[config.mk]
export PLATFORM = sky130hd
export DESIGN_NAME = issue_pair_top
export DESIGN_NICKNAME = d
export VERILOG_FILES = /design/src/hdl/isa_pkg.sv /design/src/hdl/pipe_pkg.sv /design/src/hdl/operand_decoder.sv /design/src/hdl/pipe_stage_reg.sv /design/src/hdl/decode_stage.sv /design/src/hdl/hazard_detection_unit.sv /design/src/hdl/issue_pair_top.sv
export SDC_FILE = /design/constraint.sdc
export NUM_CORES = 1
export LEC_CHECK = 0
export ABC_AREA = 0
export BUFFER_PORTS_ARGS = -buffer_cell sky130_fd_sc_hd__clkbuf_2
export CORE_MARGIN = 2
export CORE_UTILIZATION = 49
export CTS_CLUSTER_SIZE = 24
export DETAILED_ROUTE_END_ITERATION = 10
export PLACE_DENSITY = 0.79
export SYNTH_ARGS = -nofsm -noshare
export SYNTH_HDL_FRONTEND = slang
export SYNTH_HIERARCHICAL = 1
export SYNTH_SLANG_ARGS = --single-unit
[constraint.sdc]
create_clock -name clk -period 3.3 [get_ports clk]
set_clock_uncertainty 0.2 [all_clocks]
set_input_delay 0.33 -clock clk [delete_from_list [all_inputs] [get_ports clk]]
set_output_delay 0.33 -clock clk [all_outputs]
set_load 0.01 [all_outputs]
[src/hdl/isa_pkg.sv]
`default_nettype none

package isa_pkg;

  localparam int REG_BITS = 5;

  typedef logic [REG_BITS-1:0] reg_idx_t;

  // groups 00 reg alu, 01 imm alu, 10 memory, 11 jumps.
  typedef logic [5:0] opcode_t;

  localparam opcode_t OP_NOP = 6'b000000;
  localparam opcode_t OP_JR  = 6'b001000; // special inside reg alu group.
  localparam opcode_t OP_LW  = 6'b100011;
  localparam opcode_t OP_SW  = 6'b101011;
  localparam opcode_t OP_LA  = 6'b100100;
  localparam opcode_t OP_SA  = 6'b101100;

  typedef struct packed {
    opcode_t  opcode;
    reg_idx_t rs;
    reg_idx_t rt;
    reg_idx_t rd;
  } instr_t;

  localparam instr_t BUBBLE_INSTR = '{opcode: OP_NOP, rs: '0, rt: '0, rd: '0};

  typedef struct packed {
    logic rs;
    logic rt;
    logic rd;
  } operand_mask_t;

  typedef enum logic [1:0] {
    MEM_NONE,
    MEM_READ,
    MEM_WRITE
  } mem_op_t;

  typedef struct packed {
    operand_mask_t src;
    operand_mask_t dst;
    mem_op_t       mem_op;
  } decoded_t;

endpackage

`default_nettype wire

[src/hdl/pipe_pkg.sv]
`default_nettype none

package pipe_pkg;

  // one bit per pipe register.
  typedef logic [2:0] pipe_mask_t;

  localparam pipe_mask_t PIPE_PC    = 3'b001;
  localparam pipe_mask_t PIPE_IF_ID = 3'b010;
  localparam pipe_mask_t PIPE_ID_EX = 3'b100;

  typedef struct packed {
    pipe_mask_t stall0;
    pipe_mask_t nop0;
    pipe_mask_t stall1;
    pipe_mask_t nop1;
  } hazard_ctl_t;

  typedef struct packed {
    isa_pkg::instr_t  instr;
    isa_pkg::mem_op_t mem_op;
  } ex_entry_t;

  localparam ex_entry_t BUBBLE_EX = '{
    instr:  isa_pkg::BUBBLE_INSTR,
    mem_op: isa_pkg::MEM_NONE
  };

endpackage

`default_nettype wire

[src/hdl/operand_decoder.sv]
`timescale 1ns/100ps
`default_nettype none

module operand_decoder (
  input  isa_pkg::opcode_t  opcode,
  output isa_pkg::decoded_t dec
);

  import isa_pkg::*;

  always_comb begin
    dec.src    = '0;
    dec.dst    = '0;
    dec.mem_op = MEM_NONE;

    case (opcode[5:4])
      2'b00: begin
        case (opcode)
          OP_NOP: begin
          end
          OP_JR: begin
            dec.src.rs = 1'b1;
          end
          default: begin // add, sub and friends.
            dec.src.rs = 1'b1;
            dec.src.rt = 1'b1;
            dec.dst.rd = 1'b1;
          end
        endcase
      end
      2'b01: begin // immediate forms.
        dec.src.rs = 1'b1;
        dec.dst.rt = 1'b1;
      end
      2'b10: begin
        case (opcode)
          OP_LW: begin
            dec.src.rs = 1'b1;
            dec.dst.rt = 1'b1;
            dec.mem_op = MEM_READ;
          end
          OP_SW: begin
            dec.src.rs = 1'b1;
            dec.src.rt = 1'b1;
            dec.mem_op = MEM_WRITE;
          end
          OP_LA: begin
            dec.dst.rt = 1'b1;
          end
          OP_SA: begin
            dec.src.rt = 1'b1;
            dec.mem_op = MEM_WRITE;
          end
          default: begin // unused memory encodings.
          end
        endcase
      end
      default: begin // jumps touch no register.
      end
    endcase
  end

endmodule

`default_nettype wire

[src/hdl/pipe_stage_reg.sv]
`timescale 1ns/100ps
`default_nettype none

module pipe_stage_reg #(
  parameter type      payload_t = logic,
  parameter payload_t BUBBLE    = '0
) (
  input  logic     clk,
  input  logic     rst,
  input  logic     stall,
  input  logic     nop,
  input  payload_t d,
  output payload_t q
);

  always_ff @(posedge clk) begin
    if (rst) begin
      q <= BUBBLE;
    end else if (nop) begin // bubble beats hold.
      q <= BUBBLE;
    end else if (!stall) begin
      q <= d;
    end
  end

endmodule

`default_nettype wire

[src/hdl/decode_stage.sv]
`timescale 1ns/100ps
`default_nettype none

module decode_stage #(
  parameter logic [31:0] RESET_PC = 32'h0
) (
  input  logic                  clk,
  input  logic                  rst,
  input  isa_pkg::instr_t       fetch0,
  input  isa_pkg::instr_t       fetch1,
  input  logic                  first,
  input  pipe_pkg::hazard_ctl_t ctl,
  output logic [31:0]           pc,
  output isa_pkg::instr_t       if_id0,
  output isa_pkg::instr_t       if_id1,
  output logic                  if_id_first,
  output isa_pkg::decoded_t     dec0,
  output isa_pkg::decoded_t     dec1
);

  import isa_pkg::*;
  import pipe_pkg::*;

  logic pc_hold;
  logic if_id_stall0;
  logic if_id_stall1;
  logic if_id_nop0;
  logic if_id_nop1;

  // either slot may freeze fetch.
  assign pc_hold = |((ctl.stall0 | ctl.stall1) & PIPE_PC);

  assign if_id_stall0 = |(ctl.stall0 & PIPE_IF_ID);
  assign if_id_stall1 = |(ctl.stall1 & PIPE_IF_ID);
  assign if_id_nop0   = |(ctl.nop0 & PIPE_IF_ID);
  assign if_id_nop1   = |(ctl.nop1 & PIPE_IF_ID);

  always_ff @(posedge clk) begin
    if (rst) begin
      pc          <= RESET_PC;
      if_id_first <= 1'b0;
    end else begin
      if (!pc_hold) begin
        pc <= pc + 32'd2; // one pair per cycle.
      end
      if (!if_id_stall0) begin
        if_id_first <= first; // follows slot 0.
      end
    end
  end

  pipe_stage_reg #(
    .payload_t (instr_t),
    .BUBBLE    (BUBBLE_INSTR)
  ) i_if_id0_reg (
    .clk   (clk),
    .rst   (rst),
    .stall (if_id_stall0),
    .nop   (if_id_nop0),
    .d     (fetch0),
    .q     (if_id0)
  );

  pipe_stage_reg #(
    .payload_t (instr_t),
    .BUBBLE    (BUBBLE_INSTR)
  ) i_if_id1_reg (
    .clk   (clk),
    .rst   (rst),
    .stall (if_id_stall1),
    .nop   (if_id_nop1),
    .d     (fetch1),
    .q     (if_id1)
  );

  operand_decoder i_dec0 (
    .opcode (if_id0.opcode),
    .dec    (dec0)
  );

  operand_decoder i_dec1 (
    .opcode (if_id1.opcode),
    .dec    (dec1)
  );

endmodule

`default_nettype wire

[src/hdl/hazard_detection_unit.sv]
`timescale 1ns/100ps
`default_nettype none

module hazard_detection_unit (
  input  pipe_pkg::ex_entry_t   id_ex,
  input  logic                  first,
  input  isa_pkg::instr_t       if_id0,
  input  isa_pkg::instr_t       if_id1,
  input  isa_pkg::decoded_t     dec0,
  input  isa_pkg::decoded_t     dec1,
  output pipe_pkg::hazard_ctl_t ctl
);

  import isa_pkg::*;
  import pipe_pkg::*;

  localparam pipe_mask_t FULL_STALL  = PIPE_PC | PIPE_IF_ID | PIPE_ID_EX;
  localparam pipe_mask_t FETCH_STALL = PIPE_PC | PIPE_IF_ID;

  // true when a register read by one slot is written by the other.
  function automatic logic reads_written(
    input instr_t        reader,
    input operand_mask_t src,
    input instr_t        writer,
    input operand_mask_t dst
  );
    logic hit;
    hit = 1'b0;
    if (src.rs && dst.rt && (reader.rs == writer.rt)) begin
      hit = 1'b1;
    end
    if (src.rs && dst.rd && (reader.rs == writer.rd)) begin
      hit = 1'b1;
    end
    if (src.rt && dst.rt && (reader.rt == writer.rt)) begin
      hit = 1'b1;
    end
    if (src.rt && dst.rd && (reader.rt == writer.rd)) begin
      hit = 1'b1;
    end
    return hit;
  endfunction

  logic load_rt_hit;
  logic load_use;
  logic pair_dep;

  // raw field compare against the load target.
  assign load_rt_hit = (id_ex.instr.rt == if_id0.rs) ||
                       (id_ex.instr.rt == if_id0.rt) ||
                       (id_ex.instr.rt == if_id1.rs) ||
                       (id_ex.instr.rt == if_id1.rt);

  assign load_use = (id_ex.mem_op == MEM_READ) && load_rt_hit;

  // older slot reads what the younger one writes.
  assign pair_dep = first ? reads_written(if_id0, dec0.src, if_id1, dec1.dst)
                          : reads_written(if_id1, dec1.src, if_id0, dec0.dst);

  always_comb begin
    ctl = '0;

    if (load_use) begin
      ctl.stall0 = FULL_STALL;
      ctl.nop0   = PIPE_ID_EX;
      ctl.stall1 = FULL_STALL;
      ctl.nop1   = PIPE_ID_EX;
    end else if (pair_dep) begin
      if (first) begin // slot 1 is younger.
        ctl.stall1 = FULL_STALL;
        ctl.nop1   = PIPE_ID_EX;
        ctl.stall0 = FETCH_STALL;
        ctl.nop0   = PIPE_IF_ID;
      end else begin
        ctl.stall0 = FULL_STALL;
        ctl.nop0   = PIPE_ID_EX;
        ctl.stall1 = FETCH_STALL;
        ctl.nop1   = PIPE_IF_ID;
      end
    end
  end

  // the older slot moves on to ID/EX and leaves a bubble in IF/ID,
  // the younger one waits in IF/ID for the next cycle.

endmodule

`default_nettype wire

[src/hdl/issue_pair_top.sv]
`timescale 1ns/100ps
`default_nettype none

module issue_pair_top #(
  parameter logic [31:0] RESET_PC = 32'h0
) (
  input  logic                  clk,
  input  logic                  rst,
  input  isa_pkg::instr_t       fetch0,
  input  isa_pkg::instr_t       fetch1,
  input  logic                  first,
  output logic [31:0]           pc,
  output pipe_pkg::ex_entry_t   ex0,
  output pipe_pkg::ex_entry_t   ex1,
  output pipe_pkg::hazard_ctl_t ctl
);

  import isa_pkg::*;
  import pipe_pkg::*;

  instr_t    if_id0;
  instr_t    if_id1;
  logic      if_id_first;
  decoded_t  dec0;
  decoded_t  dec1;
  ex_entry_t id_ex0_d;
  ex_entry_t id_ex1_d;
  logic      id_ex_stall0;
  logic      id_ex_stall1;
  logic      id_ex_nop0;
  logic      id_ex_nop1;

  assign id_ex0_d = '{instr: if_id0, mem_op: dec0.mem_op};
  assign id_ex1_d = '{instr: if_id1, mem_op: dec1.mem_op};

  assign id_ex_stall0 = |(ctl.stall0 & PIPE_ID_EX);
  assign id_ex_stall1 = |(ctl.stall1 & PIPE_ID_EX);
  assign id_ex_nop0   = |(ctl.nop0 & PIPE_ID_EX);
  assign id_ex_nop1   = |(ctl.nop1 & PIPE_ID_EX);

  decode_stage #(
    .RESET_PC (RESET_PC)
  ) i_decode_stage (
    .clk         (clk),
    .rst         (rst),
    .fetch0      (fetch0),
    .fetch1      (fetch1),
    .first       (first),
    .ctl         (ctl),
    .pc          (pc),
    .if_id0      (if_id0),
    .if_id1      (if_id1),
    .if_id_first (if_id_first),
    .dec0        (dec0),
    .dec1        (dec1)
  );

  // only slot 0 carries memory ops, so only ex0 is checked for load-use.
  hazard_detection_unit i_hazard_detection_unit (
    .id_ex  (ex0),
    .first  (if_id_first),
    .if_id0 (if_id0),
    .if_id1 (if_id1),
    .dec0   (dec0),
    .dec1   (dec1),
    .ctl    (ctl)
  );

  pipe_stage_reg #(
    .payload_t (ex_entry_t),
    .BUBBLE    (BUBBLE_EX)
  ) i_id_ex0_reg (
    .clk   (clk),
    .rst   (rst),
    .stall (id_ex_stall0),
    .nop   (id_ex_nop0),
    .d     (id_ex0_d),
    .q     (ex0)
  );

  pipe_stage_reg #(
    .payload_t (ex_entry_t),
    .BUBBLE    (BUBBLE_EX)
  ) i_id_ex1_reg (
    .clk   (clk),
    .rst   (rst),
    .stall (id_ex_stall1),
    .nop   (id_ex_nop1),
    .d     (id_ex1_d),
    .q     (ex1)
  );

endmodule

`default_nettype wire

==> flow_summary.yaml, run 1 <==
yosys:
  syn_area_per_cell_um2: 9.56
  synth_warnings: 6
  syn_inst: 606
  syn_area_mm2: 0.00579
floorplan:
  core_area_mm2: 0.0115
  dieArea_mm2: 0.0127
  ios: 135
  initial_utilization_pct: 50.5
  num_rows: 39
  die_w_um: 113
  die_h_um: 113
worst_setup_path:
  cp-startpoint: "i_decode_stage/i_if_id0_reg/q[17]$_SDFFE_PP0N_"
  crit_slowest_cell: "or4_1"
  r2r_cells: 12
  r2r_slack_ns: 0.1
  critPathMaxStageDelay_ns: 0.41
  worstSetupPathType: "reg2reg"
  r2r-start: "i_decode_stage/i_if_id0_reg/q[17]$_SDFFE_PP0N_"
  crit_required_ns: 3.43
  end_kind: "register"
  path_max_fanout: 10
  path_delay_family: "simple AND/OR/NAND/NOR gates"
  startpoint_type: "register"
  crit_end: "i_decode_stage/pc[21]$_SDFFE_PP0N_"
  critical_path_depth: 12
  crit_arrival_ns: 3.33
  crit_buf_inv: 1
  cp_cell_sequence: "or3_1 -> and2_4 -> o21bai_1 -> nand4_1 -> nand3_1 -> o21ai_2 -> nand3_4 -> and4bb_2 -> nand2_4 -> buf_6 -> or4_1 -> a21oi_1"
  r2r_end: "i_decode_stage/pc[21]$_SDFFE_PP0N_"
route:
  drt_iter0_drc: 286
  viasPerCell: 5.39
  drc: 0
  dr_total_vias: 5010
  ant_nets: 0
  routed_wl_um: 14600
  wl_per_cell_um: 15.7
  first_pass_iters: 7
cells_and_area:
  drive_above_1_share_pct: 25.7
  final_common_cell: "clkbuf_2"
  final_cell_mix: "clkbuf_2 (131), dfxtp_1 (120), nor2_1 (109)"
  fillCellCount: 881
  area_delta_synth_final_pct: 30.9
  diodes: 0
  finalNetCount: 827
sta:
  max-slew-margin-rel_pct: 43.1
  fin_crit_sh_pct: 97.0
  tightest_slew_ns: 0.854
  grt_setup_unrepaired: "yes"
  max_freq_mhz: 312
  worst_slack_ns: 0.0996
  finalMaxSlewViolations: 0
  setup-violations-final: 0
  fin_crit_ns: 3.20
  hold_viol: 0
flow_run:
  maxCapViolCount: 0
global_route:
  grt_max_degree: 51
  antenna_found_initial: 0
  grt-ovfl-total: 0
  grt_pass1_wl_um: 23500
  grt_pass1_vias: 4805
  groute.usage.overall_pct: 22.9
cts:
  cts_root_buffer: "clkbuf_16"
  cts.clk_slew.worst_paths_ns: 0.06
  clock_latency_ns: 0.41
  cts_max_level: 4
  cts_buffers: 17
  cts.sinks: 120
  cts_tree: "yes"
  cts_buffer_depth: 2
power:
  power_w: 0.00416
  combPwrFrac_pct: 13.3
  ir_drop_mv: 0.435
  sw_frac_of_total_pct: 26.0
  p_seq_share_pct: 39.9
  p_sw_w: 0.00108
  p_clk_share_pct: 46.7
  intPower_w: 0.00308
  leakage_nw: 3.16
  power.density_mw_per_mm2: 549
placed_design:
  dp_slack_ns: -0.00848
  port_buffers: 131
  place.gp.congestion: 0.902
  hpwlAfterDp_um: 9920
status:
  status: "complete, no violations"
min_path:
  hold_path.class: "in2reg"
[cell type report]
type / instances / area (um2) / share of cell area (%)
clock inverter: 15 / 204 / 2.69
tap: 143 / 179 / 2.36
multi-input combinational: 440 / 3130 / 41.2
sequential: 120 / 2400 / 31.7
clock buffer: 17 / 425 / 5.61
timing repair buffer: 188 / 1220 / 16.1
inverter: 6 / 22.5 / 0.297
[power by group through the flow]
stage | Sequential, W | Combinational, W | Clock [W]
finish | 0.00166 | 0.000556 | 0.00194
global route | 0.00167 | 0.000609 | 0.00204
CTS | 0.00166 | 0.000545 | 0.00198
detailed placement | 0.00169 | 0.000500 | 0
global placement | 0.00168 | 0.000487 | 0
floorplan | 0.00167 | 0.000364 | 0
[metrics by stage]
step	utilization, %	setup TNS [ns]	hold slack, ns	std cells	area, um2
final	66.1	0	0.00657	929	7580
after global placement	56.1	0	0.272	851	6430
after floorplan	-	0	0.274	607	5800
after global routing	66.1	-0.0604	0.0223	929	7580
after CTS	65.3	0	0.00377	925	7490
after detailed placement	56.1	-0.00949	0.287	851	6430
[how the worst min path moves through the flow]
| stage | depth (start not counted) | slack (ns) | to | from |
|---|---|---|---|---|
| after floorplan | 2 | 0.27 | i_decode_stage/i_if_id0_reg/q[0]$_SDFFE_PP0N_ | fetch0[0] |
| after global placement | 2 | 0.27 | i_id_ex1_reg/q[15]$_SDFFE_PP0N_ | i_id_ex1_reg/q[15]$_SDFFE_PP0N_ |
| after detailed placement | 2 | 0.29 | i_id_ex0_reg/q[6]$_SDFFE_PP0N_ | i_id_ex0_reg/q[6]$_SDFFE_PP0N_ |
| after CTS | 3 | 0.004 | i_decode_stage/i_if_id1_reg/q[10]$_SDFFE_PP0N_ | fetch1[10] |
| after global routing | 3 | 0.02 | i_decode_stage/i_if_id1_reg/q[10]$_SDFFE_PP0N_ | fetch1[10] |
| final | 3 | 0.007 | i_decode_stage/i_if_id1_reg/q[10]$_SDFFE_PP0N_ | fetch1[10] |
[state kept, by name (all words and copies together), names as in the netlist]
name                           cells
i_decode_stage/i_if_id1_reg/q     21
i_id_ex0_reg/q                    23
i_id_ex1_reg/q                    23
i_decode_stage/pc                 31
i_decode_stage/if_id_first         1
i_decode_stage/i_if_id0_reg/q     21
[worst reg2reg max path: stages (launching register included)]
cell	delay (ns)
dfxtp_1	0.34
or3_1	0.40
and2_4	0.18
o21bai_1	0.18
nand4_1	0.11
nand3_1	0.10
o21ai_2	0.23
nand3_4	0.13
and4bb_2	0.38
nand2_4	0.11
buf_6	0.18
or4_1	0.41
a21oi_1	0.16
[routing by layer]
metal	share of wire, %	global-route usage (%)	up-vias
li1	-	-	2428
met1	44	29.1	2386
met2	49	38.4	174
met3	6.0	5.84	22
met4	1.2	7.15	0
met5	0	0	-
[repair_timing]
| item | 4_1_cts | 5_1_grt |
|---|---|---|
| gates cloned | 0 | 1 |
| hold buffers | 42 | 0 |
| buffers inserted | 0 | 3 |
| pin swaps | 0 | 6 |
| resized for setup | 4 | 15 |
| endpoints found under the hold margin | 42 | 0 |
| endpoints found under the setup margin | 8 | 15 |
Note: power is estimated with default switching activity, not from simulation.
==> run 2, diff against run 1 <==
BUFFER_PORTS_ARGS = default   (was -buffer_cell sky130_fd_sc_hd__clkbuf_2)
CORE_UTILIZATION = 40   (was 49)
DONT_BUFFER_PORTS = 1   (was default)
PLACE_DENSITY = 0.58   (was 0.79)
==> run 2 against run 1 <==
First-iteration DRC count fell by 26%. Largest cell class unchanged. Wire length rose by 3.0%. Sequential cell count is the same. Critical path type unchanged. Global-route usage decreased by 3.4 points. Critical path depth up 1. Cell count decreased by 8.0%. Clock power up 11%. Via count is 8.6% lower. Critical endpoint is now i_decode_stage/pc[17]$_SDFFE_PP0N_. Hold slack better by 0.33 ns. Utilization down 14 points. Sequential share of layout area increased by 1.5 points.
==> flow_summary.yaml, run 2 (same netlist as run 1, synthesis figures left out) <==
status:
  status: "complete, no violations"
cts:
  cts_max_level: 4
  cts.sinks: 120
  clock_latency_ns: 0.41
  cts_tree: "yes"
  cts_root_buffer: "clkbuf_16"
  cts_buffers: 17
  cts_buffer_depth: 2
  cts.clk_slew.worst_paths_ns: 0.06
cells_and_area:
  final_cell_area_mm2: 0.00724
  area_delta_synth_final_pct: 25.0
  fillCellCount: 1280
  diodes: 0
  finalNetCount: 716
  seq_area_mm2: 0.00241
  drive_above_1_share_pct: 15.0
  multi_input_area_mm2: 0.00315
  final_common_cell: "dfxtp_1"
  final_cell_mix: "dfxtp_1 (117), nor2_1 (109), mux2i_1 (89)"
  largest_reg_flops: 31
  top_regs: "i_decode_stage/pc (31), i_id_ex0_reg/q (23), i_id_ex1_reg/q (23)"
  regMostFlops: "i_decode_stage/pc"
sta:
  fin_crit_sh_pct: 98.3
  hold_viol: 0
  fin_crit_ns: 3.24
  max-slew-margin-rel_pct: 38.5
  setup-violations-final: 0
  max_freq_mhz: 308
  finalMaxSlewViolations: 0
  tightest_slew_ns: 0.922
  grt_setup_unrepaired: "yes"
placed_design:
  hpwlAfterDp_um: 10500
  place.gp.congestion: 0.872
  postPlaceCellArea_mm2: 0.00592
  port_buffers: 0
flow_run:
  maxCapViolCount: 0
floorplan:
  die_h_um: 124
  core_area_mm2: 0.0140
  dieArea_mm2: 0.0155
  num_rows: 43
  die_w_um: 124
  ios: 135
  initial_utilization_pct: 41.4
worst_setup_path:
  crit_required_ns: 3.45
  startpoint_type: "register"
  crit_arrival_ns: 3.39
  path_max_fanout: 6
  worstSetupPathType: "reg2reg"
  r2r_cells: 13
  end_kind: "register"
power:
  p_clk_share_pct: 49.6
  intPower_w: 0.00329
  power.density_mw_per_mm2: 599
  leakage_nw: 2.75
  p_sw_w: 0.00105
  power_w: 0.00434
  sw_frac_of_total_pct: 24.2
  p_seq_share_pct: 38.8
  ir_drop_mv: 0.363
  combPwrFrac_pct: 11.6
route:
  drt_iter0_drc: 213
  routed_wl_um: 15000
  wl_per_cell_um: 17.6
  first_pass_iters: 4
  drc: 0
  ant_nets: 0
  viasPerCell: 5.36
  dr_total_vias: 4579
global_route:
  antenna_found_initial: 0
  grt_max_degree: 34
  grt-ovfl-total: 0
  grt_pass1_vias: 4629
  grt_pass1_wl_um: 24300
  groute.usage.overall_pct: 19.5
min_path:
  hold_depth: 2
  hold_path.class: "reg2reg"
## run 2: what timing repair did
action                     4_1_cts  5_1_grt
buffers inserted                 0        6
setup endpoints to repair       11       14
resized for setup                5       26
hold buffers                    45        0
hold endpoints to repair        74        0
pin swaps                        0        9
## run 2: per-layer routing
metal,track usage (%),routed length (um),up-vias,part of all wire (%)
met5,0,0,-,0
met4,8.66,425,0,2.8
met3,6.62,1120,26,7.4
met2,30.7,7080,156,47
met1,24.2,6420,2191,43
li1,-,-,2206,-
## run 2: worst paths after layout
check / from / to / slack [ns]
setup / recovery: i_decode_stage/i_if_id0_reg/q[17]$_SDFFE_PP0N_ / i_decode_stage/pc[17]$_SDFFE_PP0N_ / 0.06
setup reg to reg: i_decode_stage/i_if_id0_reg/q[17]$_SDFFE_PP0N_ / i_decode_stage/pc[17]$_SDFFE_PP0N_ / 0.06
hold reg to reg: i_decode_stage/i_if_id1_reg/q[16]$_SDFFE_PP0N_ / i_id_ex1_reg/q[18]$_SDFFE_PP0N_ / 0.34
hold / removal: i_decode_stage/i_if_id1_reg/q[16]$_SDFFE_PP0N_ / i_id_ex1_reg/q[18]$_SDFFE_PP0N_ / 0.34
## run 2: worst max-delay path, cell delays in order (launching register included)
cell	delay (ns)
dfxtp_2	0.34
or3_4	0.39
and2_4	0.19
o21bai_2	0.22
nand4_1	0.11
nand3_2	0.12
o21ai_4	0.20
nand3_4	0.12
and4bb_2	0.38
buf_4	0.12
buf_4	0.13
nand3_1	0.10
or4_4	0.44
a21oi_2	0.13
## run 2: power groups by stage
stage	Combinational, W	Clock (W)	Sequential [W]
after floorplan	0.000364	0	0.00167
after global placement	0.000416	0	0.00171
after detailed placement	0.000433	0	0.00171
after CTS	0.000491	0.00220	0.00168
after global routing	0.000557	0.00226	0.00170
final	0.000505	0.00215	0.00168
## run 2: cell type report
type | instances | share of cell area (%)
inverter | 6 | 0.311
clock buffer | 21 | 6.64
tap | 180 | 3.11
sequential | 120 | 33.2
clock inverter | 11 | 2.99
timing repair buffer | 78 | 10.2
multi-input combinational | 439 | 43.6
## run 2: per-stage QoR
step	utilization [%]	instances	setup TNS, ns	worst slack, ns	hold slack (ns)
final	51.8	855	0	0.0562	0.337
after CTS	50.8	849	0	0.0153	0.351
after detailed placement	42.3	772	-0.391	-0.0884	0.209
after floorplan	-	607	0	0.0762	0.274
after global placement	42.3	772	-0.0545	-0.0230	0.205
after global routing	51.8	855	-0.299	-0.0800	0.363
==> run 3, diff against run 2 <==
GPL_TIMING_DRIVEN = 0   (was default)
MAX_ROUTING_LAYER = met4   (was default)
SYNTH_HIERARCHICAL = default   (was 1)
==> run 3 against run 2 <==
First-iteration DRC count rose by 88%. Wire length rose by 20%. Largest power group unchanged. Global-route usage is 5.7 points higher.
==> flow_summary.yaml, run 3 <==
yosys:
  synth.most_common_cell: "dfxtp_1"
  synth-seq-cells: 120
  synth_simple_gate_area_share_pct: 21.2
  syn_area_mm2: 0.00572
  muxShareOfSynthArea_pct: 0.788
  yosys.area.top_type_share_pct: 42.0
  synthArstFlopShare_pct: 0
  yosys.area.top_type: "dfxtp_1"
  synth_edf_count: 0
  synth_cell_types: 55
  synth_ff_type: "dfxtp_1"
  syn_inst: 659
  synth_top_family_by_area: "simple AND/OR/NAND/NOR gates"
  synth_common_cells: "dfxtp_1 (120), a21oi_1 (71), nand3_1 (63)"
  netlist_top_cells_area: "dfxtp_1 (42%), a21oi_1 (6.2%), nand3_1 (5.5%)"
  synth_warnings: 0
  synth-adder-area-share_pct: 1.97
  synth_xor_area_share_pct: 8.42
  synth_compound_area_share_pct: 18.0
  syn_area_per_cell_um2: 8.68
  yosysSeqAreaShare_pct: 42.0
flow_run:
  maxCapViolCount: 0
global_route:
  grt_pass1_wl_um: 28100
  grt_pass1_vias: 5142
  groute.usage.overall_pct: 25.2
  grt-ovfl-total: 0
  antenna_found_initial: 0
  grt_max_degree: 17
cells_and_area:
  top_regs: "i_decode_stage.pc (31), i_id_ex0_reg.q (23), i_id_ex1_reg.q (23)"
  diodes: 0
  final_cell_mix: "dfxtp_1 (113), a21oi_1 (70), nand3_1 (63)"
  regMostFlops: "i_decode_stage.pc"
  largest_reg_flops: 31
  drive_above_1_share_pct: 16.2
  final_common_cell: "dfxtp_1"
  finalNetCount: 781
  area_delta_synth_final_pct: 25.3
  finalNonFillerCells: 920
  final_cell_area_mm2: 0.00716
cts:
  cts_buffers: 17
  cts_root_buffer: "clkbuf_16"
  cts.sinks: 120
  cts_max_level: 4
  cts.clk_slew.worst_paths_ns: 0.06
  clock_latency_ns: 0.43
  cts_buffer_depth: 2
  cts_tree: "yes"
route:
  viasPerCell: 5.69
  drt_iter0_drc: 400
  dr_total_vias: 5232
  ant_nets: 0
  routed_wl_um: 18000
  wl_per_cell_um: 19.6
  first_pass_iters: 5
  drc: 0
worst_setup_path:
  end_kind: "primary output"
  crit_buf_inv: 5
  critPathMaxStageDelay_ns: 0.37
  worstSetupPathType: "reg2out"
  r2r-start: "i_decode_stage.i_if_id1_reg.q[19]$_SDFFE_PP0N_"
  crit_arrival_ns: 2.67
  path_max_fanout: 10
  crit_required_ns: 2.77
  crit_slowest_cell: "a221oi_4"
  path_delay_family: "compound AO/OA/AOI/OAI gates"
  cp_cell_sequence: "inv_2 -> ha_1 -> nand2_2 -> a211oi_2 -> o32ai_2 -> o41ai_2 -> buf_4 -> a221oi_4 -> buf_6 -> buf_6 -> nand2_2 -> buf_4"
  startpoint_type: "register"
  cp-startpoint: "i_decode_stage.i_if_id1_reg.q[19]$_SDFFE_PP0N_"
floorplan:
  num_rows: 43
  core_area_mm2: 0.0139
  initial_utilization_pct: 41.0
  die_w_um: 124
  ios: 135
  die_h_um: 124
  dieArea_mm2: 0.0153
power:
  leakage_nw: 2.82
  power.density_mw_per_mm2: 565
  ir_drop_mv: 0.397
sta:
  hold_viol: 0
  tightest_slew_ns: 0.585
  worst_slack_ns: 0.103
  finalMaxSlewViolations: 0
  fin_crit_sh_pct: 96.9
  max-slew-margin-rel_pct: 61.0
  grt_setup_unrepaired: "yes"
  hold_slack_ns: 0.267
  fin_crit_ns: 3.20
  max_freq_mhz: 313
  setup-violations-final: 0
status:
  status: "complete, no violations"
min_path:
  hold_path.class: "in2reg"
  min_from: "rst"
placed_design:
  hpwlAfterDp_um: 12700
  place.gp.congestion: 0.880
  port_buffers: 0
  postPlaceCellArea_mm2: 0.00595
  numPlacedInstances: 841
  dp_slack_ns: -0.325
run 3: per-layer routing:
layer  wire length (um)  share of wire [%]  global-route usage [%]  vias up
met3               1090                6.0                    7.19       25
met5                  0                  0                       -        -
met1               8300                 46                    33.2     2519
li1                   -                  -                       -     2498
met4                284                1.6                    7.32        0
met2               8360                 46                    37.6      190
run 3: metrics by stage:
stage          TNS, ns  total power [W]  utilization [%]
2_1_floorplan        0          0.00200                -
3_3_place_gp     -1.62          0.00213             42.7
3_5_place_dp     -1.87          0.00214             42.7
4_1_cts              0          0.00405             51.0
5_1_grt        -0.0400          0.00422             51.4
6_report             0          0.00405             51.4
run 3: repair_timing:
| action | in CTS | in global routing |
|---|---|---|
| gates resized for setup | 27 | 17 |
| hold endpoints to repair | 43 | 0 |
| pin swaps | 4 | 4 |
| setup endpoints to repair | 26 | 16 |
| hold buffers | 43 | 0 |
| setup buffers | 6 | 0 |
run 3: final timing paths:
check,slack [ns],end,depth (start not counted)
setup / recovery,0.10,ctl[3],12
hold / removal,0.27,i_decode_stage.pc[6]$_SDFFE_PP0N_,3
hold reg to reg,0.31,i_decode_stage.i_if_id0_reg.q[20]$_SDFFE_PP0N_,2
setup reg to reg,0.22,i_decode_stage.i_if_id0_reg.q[0]$_SDFFE_PP0N_,13
run 3: logic make-up after synthesis:
logic type	count (synthesis)
fa+ha+maj	9
buf+inv	86
other cells	1
compound gates	169
flops	120
mux	4
simple gates	215
xor+xnor	55
run 3: tightest hold or removal path, stage by stage:
cell and delay (ns):
clkbuf_1 0.23, nor2_1 0.15, mux2_2 0.14
run 3: final cells by class:
cell class	instances	area, um2
fill	1301	6770
multi-input combinational	455	3000
sequential	120	2410
timing repair buffer	49	475
clock buffer	19	443
buffer	71	404
tap	180	225
clock inverter	13	148
inverter	13	51.3
run 3: where the power goes:
part | leakage (nW) | internal (W) | total (W) | switching (W)
Clock | 0.276 | 0.00113 | 0.00185 | 0.000714
Combinational | 1.55 | 0.000246 | 0.000550 | 0.000303
Sequential | 0.988 | 0.00154 | 0.00165 | 0.000115
Total | 2.82 | 0.00292 | 0.00405 | 0.00113
